## config.mk

```make
export PLATFORM = sky130hd
export DESIGN_NAME = dot_top
export DESIGN_NICKNAME = d
export VERILOG_FILES = /design/src/common/dot_pkg.sv /design/src/hdl/mult_8_bit.sv /design/src/dot_engine/dot_ctrl.sv /design/src/dot_engine/dot_accum.sv /design/src/dot_engine/dot_activate.sv /design/src/hdl/dot_top.sv
export SDC_FILE = /design/constraint.sdc
export NUM_CORES = 1
export LEC_CHECK = 0
export ABC_AREA = 1
export BUFFER_PORTS_ARGS = -buffer_cell sky130_fd_sc_hd__clkbuf_2
export CAP_MARGIN = 20
export CORE_ASPECT_RATIO = 1.25
export CORE_MARGIN = 10
export CORE_UTILIZATION = 50
export DETAILED_ROUTE_END_ITERATION = 12
export MAX_ROUTING_LAYER = met4
export PLACE_DENSITY = 0.75
export SLEW_MARGIN = 5
export SYNTH_ARGS = -nofsm -noshare
export SYNTH_HDL_FRONTEND = slang
export SYNTH_SLANG_ARGS = --single-unit
```

## constraint.sdc

```tcl
create_clock -name clk -period 28.7 [get_ports clk]
set_input_delay 7.175 -clock clk [delete_from_list [all_inputs] [get_ports clk]]
set_output_delay 7.175 -clock clk [all_outputs]
set_load 0.005 [all_outputs]
```

## src/common/dot_pkg.sv

```systemverilog
`default_nettype none

package dot_pkg;

  //////////////////////////////////////////////////
  // data widths
  //////////////////////////////////////////////////

  typedef logic signed [7:0]  operand_t;  // int8 operand
  typedef logic signed [15:0] prod_t;     // full 8x8 product
  typedef logic signed [23:0] acc_t;      // room for 255 worst-case products
  typedef logic [7:0]         result_t;   // activated output, 0..127
  typedef logic [7:0]         len_t;      // vector length, sticks at 255

  //////////////////////////////////////////////////
  // stream payloads and tags
  //////////////////////////////////////////////////

  // input stream, one operand pair per beat
  typedef struct packed {
    operand_t a;
    operand_t b;
    logic     last;   // closes the vector
  } pair_s;

  // tag riding beside a product through the multiplier
  typedef struct packed {
    logic valid;
    logic last;
  } term_s;

  // output stream, one beat per vector
  typedef struct packed {
    result_t value;
    len_t    len;
    logic    sat;     // value was clamped to 127
  } result_s;

  // control FSM
  typedef enum logic {
    S_RUN,    // taking pairs
    S_HOLD    // last pair taken, waiting on result transfer
  } ctrl_state_t;

endpackage

`default_nettype wire

```

## src/hdl/mult_8_bit.sv

```systemverilog
`default_nettype none

// signed 8x8 multiplier
// MULT_MODE 0: shift-add, comb
// MULT_MODE 1: shift-add, one register
// MULT_MODE 2: operator, comb
// MULT_MODE 3: operator, one register
module mult_8_bit import dot_pkg::*; #(
  parameter int MULT_MODE = 1
) (
  input  wire      clk,
  input  operand_t a_i,
  input  operand_t b_i,
  output prod_t    p_o
);

  prod_t p_comb;  // product before the optional register

  //////////////////////////////////////////////////
  // product
  //////////////////////////////////////////////////

  generate
    if (MULT_MODE == 0 || MULT_MODE == 1) begin : g_shift_add
      logic [7:0]  a_mag;  // -128 maps to 128, still fits
      logic [7:0]  b_mag;
      logic [15:0] p_mag;

      assign a_mag = a_i[7] ? 8'(-a_i) : 8'(a_i);
      assign b_mag = b_i[7] ? 8'(-b_i) : 8'(b_i);

      // one partial product per magnitude bit of b
      always_comb begin
        p_mag = '0;
        for (int i = 0; i < 8; i++) begin
          if (b_mag[i]) begin
            p_mag = p_mag + (16'(a_mag) << i);
          end
        end
      end

      // magnitude tops out at 16384, so the sign bit is free
      assign p_comb = (a_i[7] ^ b_i[7]) ? -prod_t'(p_mag) : prod_t'(p_mag);
    end else begin : g_operator
      assign p_comb = a_i * b_i;  // both signed, sign extended to 16
    end
  endgenerate

  //////////////////////////////////////////////////
  // output stage
  //////////////////////////////////////////////////

  generate
    if (MULT_MODE == 1 || MULT_MODE == 3) begin : g_reg
      prod_t p_q;

      always_ff @(posedge clk) begin
        p_q <= p_comb;
      end

      assign p_o = p_q;
    end else begin : g_comb
      assign p_o = p_comb;
    end
  endgenerate

endmodule

`default_nettype wire

```

## src/dot_engine/dot_ctrl.sv

```systemverilog
`default_nettype none

// control hub: input acceptance, term tags, length count, output valid
module dot_ctrl import dot_pkg::*; #(
  parameter int MULT_MODE = 1
) (
  input  wire   clk,
  input  wire   rst_i,
  input  wire   in_valid_i,
  input  wire   in_last_i,
  output logic  in_ready_o,
  output term_s term_o,
  output logic  load_o,
  output len_t  len_o,
  input  wire   out_ready_i,
  output logic  out_valid_o
);

  // registered multiplier modes add one cycle
  localparam int LAT = (MULT_MODE == 1 || MULT_MODE == 3) ? 1 : 0;

  ctrl_state_t state_q;
  ctrl_state_t state_d;

  logic  accept;
  logic  out_fire;
  logic  out_valid_q;
  len_t  cnt_q;
  len_t  cnt_inc;
  term_s issue;

  //////////////////////////////////////////////////
  // handshakes
  //////////////////////////////////////////////////

  assign in_ready_o  = (state_q == S_RUN);
  assign accept      = in_valid_i & in_ready_o;
  assign out_valid_o = out_valid_q;
  assign out_fire    = out_valid_q & out_ready_i;

  // tag for the pair taken this cycle
  assign issue.valid = accept;
  assign issue.last  = accept & in_last_i;

  //////////////////////////////////////////////////
  // tag delay line, lines up with p_o
  //////////////////////////////////////////////////

  generate
    if (LAT == 0) begin : g_no_delay
      assign term_o = issue;
    end else begin : g_delay
      term_s tag_q [LAT];

      always_ff @(posedge clk) begin
        if (rst_i) begin
          for (int i = 0; i < LAT; i++) begin
            tag_q[i] <= '0;
          end
        end else begin
          tag_q[0] <= issue;
          for (int i = 1; i < LAT; i++) begin
            tag_q[i] <= tag_q[i-1];
          end
        end
      end

      assign term_o = tag_q[LAT-1];
    end
  endgenerate

  //////////////////////////////////////////////////
  // length and result load
  //////////////////////////////////////////////////

  assign cnt_inc = (cnt_q == 8'hff) ? cnt_q : cnt_q + 8'd1;  // sticks at 255

  // without a multiplier register the last tag is the current accept,
  // which the count does not hold yet
  assign len_o  = accept ? cnt_inc : cnt_q;
  assign load_o = term_o.valid & term_o.last;

  //////////////////////////////////////////////////
  // FSM
  //////////////////////////////////////////////////

  always_comb begin
    state_d = state_q;
    unique case (state_q)
      S_RUN: begin
        if (accept && in_last_i) begin
          state_d = S_HOLD;
        end
      end
      S_HOLD: begin
        if (out_fire) begin
          state_d = S_RUN;  // pipeline is empty by now
        end
      end
      default: state_d = S_RUN;
    endcase
  end

  always_ff @(posedge clk) begin
    if (rst_i) begin
      state_q     <= S_RUN;
      cnt_q       <= '0;
      out_valid_q <= 1'b0;
    end else begin
      state_q <= state_d;

      if (load_o) begin
        out_valid_q <= 1'b1;
      end else if (out_fire) begin
        out_valid_q <= 1'b0;
      end

      if (out_fire) begin
        cnt_q <= '0;
      end else if (accept) begin
        cnt_q <= cnt_inc;
      end
    end
  end

endmodule

`default_nettype wire

```

## src/dot_engine/dot_accum.sv

```systemverilog
`default_nettype none

// running sum of tagged products
module dot_accum import dot_pkg::*; (
  input  wire   clk,
  input  wire   rst_i,
  input  term_s term_i,
  input  prod_t prod_i,
  output acc_t  sum_o
);

  acc_t acc_q;
  acc_t prod_ext;
  acc_t sum_w;

  //////////////////////////////////////////////////
  // add
  //////////////////////////////////////////////////

  assign prod_ext = acc_t'(prod_i);  // sign extend 16 -> 24
  assign sum_w    = acc_q + prod_ext;

  // only meaningful while a last tag is present
  assign sum_o = sum_w;

  //////////////////////////////////////////////////
  // accumulator register
  //////////////////////////////////////////////////

  always_ff @(posedge clk) begin
    if (rst_i) begin
      acc_q <= '0;
    end else if (term_i.valid) begin
      if (term_i.last) begin
        acc_q <= '0;      // next vector starts clean
      end else begin
        acc_q <= sum_w;
      end
    end
  end

endmodule

`default_nettype wire

```

## src/dot_engine/dot_activate.sv

```systemverilog
`default_nettype none

// ReLU, fixed right shift, clamp to 0..127, result register
module dot_activate import dot_pkg::*; #(
  parameter int ACT_SHIFT = 4
) (
  input  wire     clk,
  input  wire     rst_i,
  input  wire     load_i,
  input  acc_t    sum_i,
  input  len_t    len_i,
  output result_s res_o
);

  acc_t    relu;
  acc_t    shifted;
  logic    clamp;
  result_t value;
  result_s res_q;

  //////////////////////////////////////////////////
  // activation
  //////////////////////////////////////////////////

  assign relu    = sum_i[$bits(acc_t)-1] ? '0 : sum_i;  // negative -> 0
  assign shifted = relu >>> ACT_SHIFT;

  assign clamp = (shifted > acc_t'(127));
  assign value = clamp ? result_t'(127) : shifted[7:0];

  //////////////////////////////////////////////////
  // result register
  //////////////////////////////////////////////////

  // held until the next vector finishes
  always_ff @(posedge clk) begin
    if (rst_i) begin
      res_q <= '0;
    end else if (load_i) begin
      res_q.value <= value;
      res_q.len   <= len_i;
      res_q.sat   <= clamp;
    end
  end

  assign res_o = res_q;

endmodule

`default_nettype wire

```

## src/hdl/dot_top.sv

```systemverilog
`default_nettype none

// int8 dot-product engine
module dot_top import dot_pkg::*; #(
  parameter int MULT_MODE = 1,
  parameter int ACT_SHIFT = 4
) (
  input  wire     clk,
  input  wire     rst_i,
  input  wire     in_valid_i,
  output logic    in_ready_o,
  input  pair_s   in_data_i,
  output logic    out_valid_o,
  input  wire     out_ready_i,
  output result_s out_data_o
);

  term_s term;   // tag aligned with prod
  prod_t prod;
  acc_t  sum;
  logic  load;
  len_t  len;

  //////////////////////////////////////////////////
  // control
  //////////////////////////////////////////////////

  dot_ctrl #(
    .MULT_MODE (MULT_MODE)
  ) dot_ctrl_inst (
    .clk         (clk),
    .rst_i       (rst_i),
    .in_valid_i  (in_valid_i),
    .in_last_i   (in_data_i.last),
    .in_ready_o  (in_ready_o),
    .term_o      (term),
    .load_o      (load),
    .len_o       (len),
    .out_ready_i (out_ready_i),
    .out_valid_o (out_valid_o)
  );

  //////////////////////////////////////////////////
  // datapath
  //////////////////////////////////////////////////

  mult_8_bit #(
    .MULT_MODE (MULT_MODE)
  ) mult_8_bit_inst (
    .clk (clk),
    .a_i (in_data_i.a),   // straight from the input port
    .b_i (in_data_i.b),
    .p_o (prod)
  );

  dot_accum dot_accum_inst (
    .clk    (clk),
    .rst_i  (rst_i),
    .term_i (term),
    .prod_i (prod),
    .sum_o  (sum)
  );

  dot_activate #(
    .ACT_SHIFT (ACT_SHIFT)
  ) dot_activate_inst (
    .clk    (clk),
    .rst_i  (rst_i),
    .load_i (load),
    .sum_i  (sum),
    .len_i  (len),
    .res_o  (out_data_o)
  );

endmodule

`default_nettype wire

```

# ---- Word-level counts from Yosys, hierarchy flattened
# Memory sizes are Yosys's and may differ from the RTL's.
# Index checks and enable logic that the tools add are counted.
dict set report op_classes {
  n_bitwise 6
  magnitude_cmp 1
  muxes 26
  eq_ne 1
  n_addsub 12
  reduce_logical 4
}
# op count
set ops {}
lappend ops {{$mux W16} 8}
lappend ops {{$mux W8} 6}
lappend ops {{$add A24 B16 Y24} 1}
lappend ops {{$mux W24} 1}
lappend ops {{$mux W23} 1}
lappend ops {{$gt A20 B8 Y1 const B} 1}
lappend ops {{$add A16 B10 Y16} 1}
lappend ops {{$add A16 B11 Y16} 1}
lappend ops {{$add A16 B12 Y16} 1}
lappend ops {{$add A16 B13 Y16} 1}
lappend ops {{$add A16 B14 Y16} 1}
lappend ops {{$add A16 B15 Y16} 1}
lappend ops {{$add A16 B9 Y16} 1}
lappend ops {{$neg A16 Y16} 1}
lappend ops {{$neg A8 Y8} 2}
lappend ops {{$add A8 B1 Y8 const B} 1}
lappend ops {{$eq A8 B8 Y1 const B} 1}
lappend ops {{$mux W1} 8}
lappend ops {{$and A1 B1 Y1} 4}
lappend ops {{$reduce_or A2 Y1} 2}
lappend ops {{$mux W2} 1}
lappend ops {{$pmux W1 S2} 1}
lappend ops {{$reduce_bool A2 Y1} 1}
lappend ops {{$logic_and A1 B1 Y1} 1}
lappend ops {{other kinds (2)} 2}
dict set report totals {
  ram_bits 2
  output_inout_bits 19
  elab_cells 59
  n_memories 1
  in_bits 21
  register_bits 67
}
# name depth word_bits rd rd_clocked_by_memory_dff write_ports line
set mem_list {}
lappend mem_list {dot_ctrl_inst.g_delay.tag_q 1 2 1 0 1 dot_ctrl.sv:53} ;# term_s tag_q [LAT];

# ---- Depth between registers and ports, before layout
dict set report logic_depth {
  ltp_word 19
  mapped_depth 71
  ltp_nobuf 71
}

# ---- Modules after synthesis
# A second synthesis with hierarchy kept.
dict set report hier_totals {
  hier_cells 1383
  area_unflattened_um2 8416.8
}
# mod area_each_um2 instances cells_each
set by_module_without_submodules {}
lappend by_module_without_submodules {mult_8_bit 4335.4 1 731}
lappend by_module_without_submodules {dot_accum 2685.1 1 459}
lappend by_module_without_submodules {dot_activate 747.0 1 102}
lappend by_module_without_submodules {dot_ctrl 649.4 1 91}

# ---- Worst setup path before layout
# Ideal clock, no wire load.
dict set report synth_path {
  kind {input port to flip-flop}
  from {input port in_data_i[9] (netlist bit)}
  to {register mult_8_bit_inst.g_reg.p_q[14], in the netlist mult_8_bit_inst.p_o[14]}
  arrival_ns 15.295
  required_ns 28.591
  setup_ns 0.109
  path_slack_ns 13.297
  stages 47
  path_cell_list {inv_1 ha_1 or2_2 o21ai_0 inv_1 fa_1 xnor2_1 o21ai_0 fa_1 nand2_1 nand2_1 ha_1 fa_1 xor2_1 nand2_1 nand2_1 fa_1 or2_1 (+11 left out) fa_1 a21oi_1 nor2_1 nor2_1 nor2_1 nor2_1 nor2_1 nor2_1 xor2_1 nand2_1 o21ai_0 inv_1 nor2_1 nand3_1 nand2_1 nand4_1 nand2_1 inv_1}
}
dict set report synth_between {
  elab_chain_len 19
}
# item line
set synth_rtl {}
lappend synth_rtl {{from (decl)} dot_top.sv:12} ;# input pair_s in_data_i,
lappend synth_rtl {{$neg A8 Y8} mult_8_bit.sv:29} ;# assign a_mag = a_i[7] ? 8'(-a_i) : 8'(a_i);
lappend synth_rtl {{$mux W8 (*)} mult_8_bit.sv:29}
lappend synth_rtl {{$mux W8} mult_8_bit.sv:36} ;# if (b_mag[i]) begin
lappend synth_rtl {{$add A16 B9 Y16} mult_8_bit.sv:37} ;# p_mag = p_mag + (16'(a_mag) << i);
lappend synth_rtl {{$mux W16} mult_8_bit.sv:36}
lappend synth_rtl {{$add A16 B10 Y16} mult_8_bit.sv:37}
lappend synth_rtl {{$mux W16} mult_8_bit.sv:36}
lappend synth_rtl {{$add A16 B11 Y16} mult_8_bit.sv:37}
lappend synth_rtl {{(+4 left out)} n/a}
lappend synth_rtl {{$mux W16} mult_8_bit.sv:36}
lappend synth_rtl {{$add A16 B14 Y16} mult_8_bit.sv:37}
lappend synth_rtl {{$mux W16} mult_8_bit.sv:36}
lappend synth_rtl {{$add A16 B15 Y16} mult_8_bit.sv:37}
lappend synth_rtl {{$mux W16 (*)} mult_8_bit.sv:36}
lappend synth_rtl {{$neg A16 Y16} mult_8_bit.sv:43} ;# assign p_comb = (a_i[7] ^ b_i[7]) ? -prod_t'(p_mag) : prod_t'(p_mag);
lappend synth_rtl {{$mux W16 (*)} mult_8_bit.sv:43}
lappend synth_rtl {{via mult_8_bit_inst.p_comb[14]} mult_8_bit.sv:17} ;# prod_t p_comb;
lappend synth_rtl {{to (signal assigned)} mult_8_bit.sv:58} ;# p_q <= p_comb;
lappend synth_rtl {{to (decl)} mult_8_bit.sv:55} ;# prod_t p_q;
# The timed path passes the listed nets; every way through them passes the cells marked *.
# A chain may end at the register's enable or synchronous reset.

# ---- Worst setup path after layout
# Same ends and word-level chain as after synthesis.

==> impl_metrics.env <==
export IMPL_status="completed"
export IMPL_diodes=0
export IMPL_syn_num_nets=1180
export IMPL_rr_startpoint="dot_accum_inst.acc_q[4]$_SDFFE_PP0P_"
export IMPL_slew_headroom=0.4491
export IMPL_hp_class="reg -> reg"
export IMPL_startpoint="in_data_i[9]"
export IMPL_drtAntennaViolNets=0
export IMPL_grt_pass1_vias=6468
export IMPL_period_minus_slack_ps=16140
export IMPL_vias_per_cell=5.170
export IMPL_synth_edf_count=0
export IMPL_worstRegToRegCells=17
export IMPL_hold_viol_final=0
export IMPL_syn_instance_count=1071
export IMPL_core_um2=13810
export IMPL_grt_total_usage=0.1655
export IMPL_first_iter_violations=301
export IMPL_gp_congestion=0.8676
export IMPL_die_area_um2=19320
export IMPL_drc=0
export IMPL_first_pass_iters=5
export IMPL_ys_flop_type="dfxtp_1"
export IMPL_final_area_um2=7757
export IMPL_cp_data_arrival_time_ps=16370
export IMPL_drt_wl_total_um=15310
export IMPL_start_kind="input pin"
export IMPL_yosysWarnings=0
export IMPL_io_buffers=39
export IMPL_switching_share=0.4419
export IMPL_worst_slew_pin_slew_ps=821.8
export IMPL_fp_row_count=48
export IMPL_antenna_found_initial=0
export IMPL_hold_ws_ps=441.8
export IMPL_max_freq_ghz=0.06197
export IMPL_required_ps=28930
export IMPL_cts_resized=0
export IMPL_grt_max_degree=30
export IMPL_rr_endpoint="dot_activate_inst.res_o[9]$_SDFFE_PP0P_"
export IMPL_final_util=0.5616
export IMPL_place_hpwl_um=12300
export IMPL_layout_drive_gt1_share=0.1153
export IMPL_drv_cap=0
export IMPL_async_reset_ff_frac=0
export IMPL_synth_cell_types=51
export IMPL_postCtsSetupRepairBufs=0
export IMPL_place_ws_ps=12200
export IMPL_synth_area_um2=7069
export IMPL_fin_skew_ps=7.628
export IMPL_slew_violations=0
export IMPL_dpl_cell_area_um2=7410
export IMPL_clk_pin_slew_ps=50
export IMPL_fin_nets=1214
export IMPL_cts_sinks=69
export IMPL_internal_power_mw=0.3423
export IMPL_htree_levels=3
export IMPL_clkLatencyLatePin_ps=330
export IMPL_clockBufferDepth=2
export IMPL_fin_tns_setup_ps=0
export IMPL_p_sw_mw=0.2711
export IMPL_slowest_delay_ps=600
export IMPL_synth_ff_latch_count=69
export IMPL_p_clk_frac=0.206
export IMPL_numCtsBuffers=9
export IMPL_fp_dieH_um=152.9
export IMPL_critPathCapture="mult_8_bit_inst.p_o[14]$_DFF_P_"
export IMPL_power_frac_comb=0.599
export IMPL_cts_tree="yes"
export IMPL_area_growth_pct=9.735
export IMPL_setup_slack_ps=12560
export IMPL_p_leak_nw=4.038
export IMPL_finalSetupViolCount=0
export IMPL_hold_buffers=0
export IMPL_seqPwrFrac=0.195
export IMPL_die_w_um=126.4
export IMPL_crit_type="in -> reg"
export IMPL_powerDensity_nw_per_um2=79.07
export IMPL_end_kind="register"
export IMPL_initial_core_util=0.5118
export IMPL_grt_pass1_wl_um=27460
export IMPL_seq_area_frac_synth=0.1954
export IMPL_cts_root_buf="clkbuf_16"
export IMPL_path_max_fanout=9
export IMPL_grt_overflow=0
export IMPL_avgSynthCellArea_um2=6.601
export IMPL_vias=6644
export IMPL_rrSetupSlack_ps=25370
export IMPL_rsz0062_at_grt="false"
export IMPL_slowest_stage="xor2_1"
export IMPL_ioPinCount=40
export IMPL_peakVddDrop_mv=0.04739
export IMPL_drt_wirelength_per_cell_um=11.92
export IMPL_fin_crit_sh=0.5623
## synthesized netlist by cell type (2+ instances only)
library cell | instances | area [um2]
buf_6 | 3 | 33.78
clkbuf_1 | 10 | 37.54
nor4_1 | 4 | 25.02
o211ai_1 | 8 | 60.06
nor2_1 | 81 | 304.0
a21o_1 | 3 | 22.52
xor2_2 | 3 | 48.80
inv_1 | 136 | 510.5
nand3_1 | 71 | 355.3
clkinv_1 | 2 | 7.510
o21a_1 | 2 | 15.01
nand2_1 | 265 | 994.7
xnor2_1 | 22 | 192.7
buf_2 | 3 | 15.01
nand2_2 | 17 | 106.4
ha_1 | 80 | 1001
buf_1 | 2 | 7.510
xor2_1 | 37 | 324.1
or2_2 | 8 | 50.05
dfxtp_1 | 69 | 1381
and2_1 | 7 | 43.79
o21bai_1 | 2 | 15.01
a211oi_1 | 2 | 15.01
nand3_2 | 12 | 120.1
nor2_2 | 3 | 18.77
a31oi_1 | 6 | 37.54
nor3_1 | 10 | 50.05
o21ai_0 | 51 | 255.2
nand3b_1 | 7 | 52.55
nand4_1 | 10 | 62.56
a21boi_2 | 2 | 22.52
a21oi_1 | 85 | 425.4
or2_0 | 2 | 12.51
inv_2 | 11 | 41.29
o21ai_2 | 6 | 52.55
o21ai_1 | 7 | 35.03
fa_1 | 8 | 160.2
## flip-flops by register name, summed over array words and instances, names as in the netlist
| register | cells |
|---|---|
| mult_8_bit_inst.p_o | 16 |
| dot_activate_inst.res_o | 17 |
| dot_accum_inst.acc_q | 24 |
| dot_ctrl_inst.g_delay.tag_q | 2 |
| dot_ctrl_inst.out_valid_o | 1 |
| dot_ctrl_inst.cnt_q | 8 |
| dot_ctrl_inst.state_q | 1 |
## worst max-delay path: cells and delay by family
kind | cells | cell delay (ps)
and+or+nand+nor | 23 | 2160
xor gates and xnor gates | 5 | 1190
buffers and inverters | 15 | 1110
adders and majority gates | 8 | 2260
AOI/OAI and AO/OA | 15 | 2430
## routing by layer
| layer | routed length, um | track usage | vias to the layer above |
|---|---|---|---|
| met2 | 7714 | 0.2946 | 81 |
| met5 | 0 | - | - |
| li1 | - | - | 3564 |
| met3 | 461 | 0.02284 | 27 |
| met4 | 320 | 0.06192 | 0 |
| met1 | 6815 | 0.1817 | 2972 |
## worst min path at each step
stage / endpoint / slack [ps] / cells past startpoint / start
2_1_floorplan: dot_activate_inst.res_o[16]$_SDFFE_PP0P_ / 440 / 2 / dot_activate_inst.res_o[16]$_SDFFE_PP0P_
3_3_place_gp: dot_activate_inst.res_o[16]$_SDFFE_PP0P_ / 430 / 2 / dot_activate_inst.res_o[16]$_SDFFE_PP0P_
3_5_place_dp: dot_activate_inst.res_o[16]$_SDFFE_PP0P_ / 440 / 2 / dot_activate_inst.res_o[16]$_SDFFE_PP0P_
4_1_cts: dot_activate_inst.res_o[16]$_SDFFE_PP0P_ / 450 / 2 / dot_activate_inst.res_o[16]$_SDFFE_PP0P_
5_1_grt: dot_activate_inst.res_o[16]$_SDFFE_PP0P_ / 470 / 2 / dot_activate_inst.res_o[16]$_SDFFE_PP0P_
6_report: dot_activate_inst.res_o[16]$_SDFFE_PP0P_ / 440 / 2 / dot_activate_inst.res_o[16]$_SDFFE_PP0P_
## layout make-up
cell class | count | area [um2]
sequential | 69 | 1381
inverter | 149 | 559.3
clock inverter | 7 | 122.6
fill | 1360 | 6056
tap | 175 | 219.0
timing repair buffer | 42 | 217.7
multi-input combinational | 834 | 5032
clock buffer | 9 | 225.2
## power groups by stage
stage	sequential (mW)	clock, mW	combinational, mW
5_1_grt	0.121	0.132	0.428
3_5_place_dp	0.121	0	0.367
6_report	0.119	0.126	0.368
3_3_place_gp	0.121	0	0.358
2_1_floorplan	0.120	0	0.310
4_1_cts	0.120	0.128	0.369
## metrics by stage
stage	cells	total power [mW]
6_report	1285	0.6134
2_1_floorplan	1071	0.4292
3_3_place_gp	1269	0.4795
4_1_cts	1285	0.6174
5_1_grt	1285	0.6813
3_5_place_dp	1269	0.4881
## layout by cell type (no fill, tap or decap), drive strengths merged
cell type	n
inv	148
o221ai	1
xor2	41
or2	11
o41ai	1
o31ai	1
nor4	5
o21a	2
fa	8
o211ai	9
ha	80
nor2	84
nand3	83
clkinv	3
nand4	10
o22ai	1
nor3	11
buf	3
clkbuf	48
o311ai	1
o21bai	2
bufinv	3
a211oi	2
a21oi	86
clkinvlp	2
dfxtp	69
nand3b	7
a21boi	4
nand2	282
and2	7
a31oi	6
o21ai	64
a21o	3
xnor2	22
## cells by family after synthesis
family	Yosys count	share of synthesized area
xor gates and xnor gates	63	0.08389
and+or+nand+nor	500	0.3147
buffers and inverters	168	0.09345
DFF	69	0.1954
adders and majority gates	88	0.1642
AOI/OAI and AO/OA	183	0.1483
(Power assumes the default switching activity.)
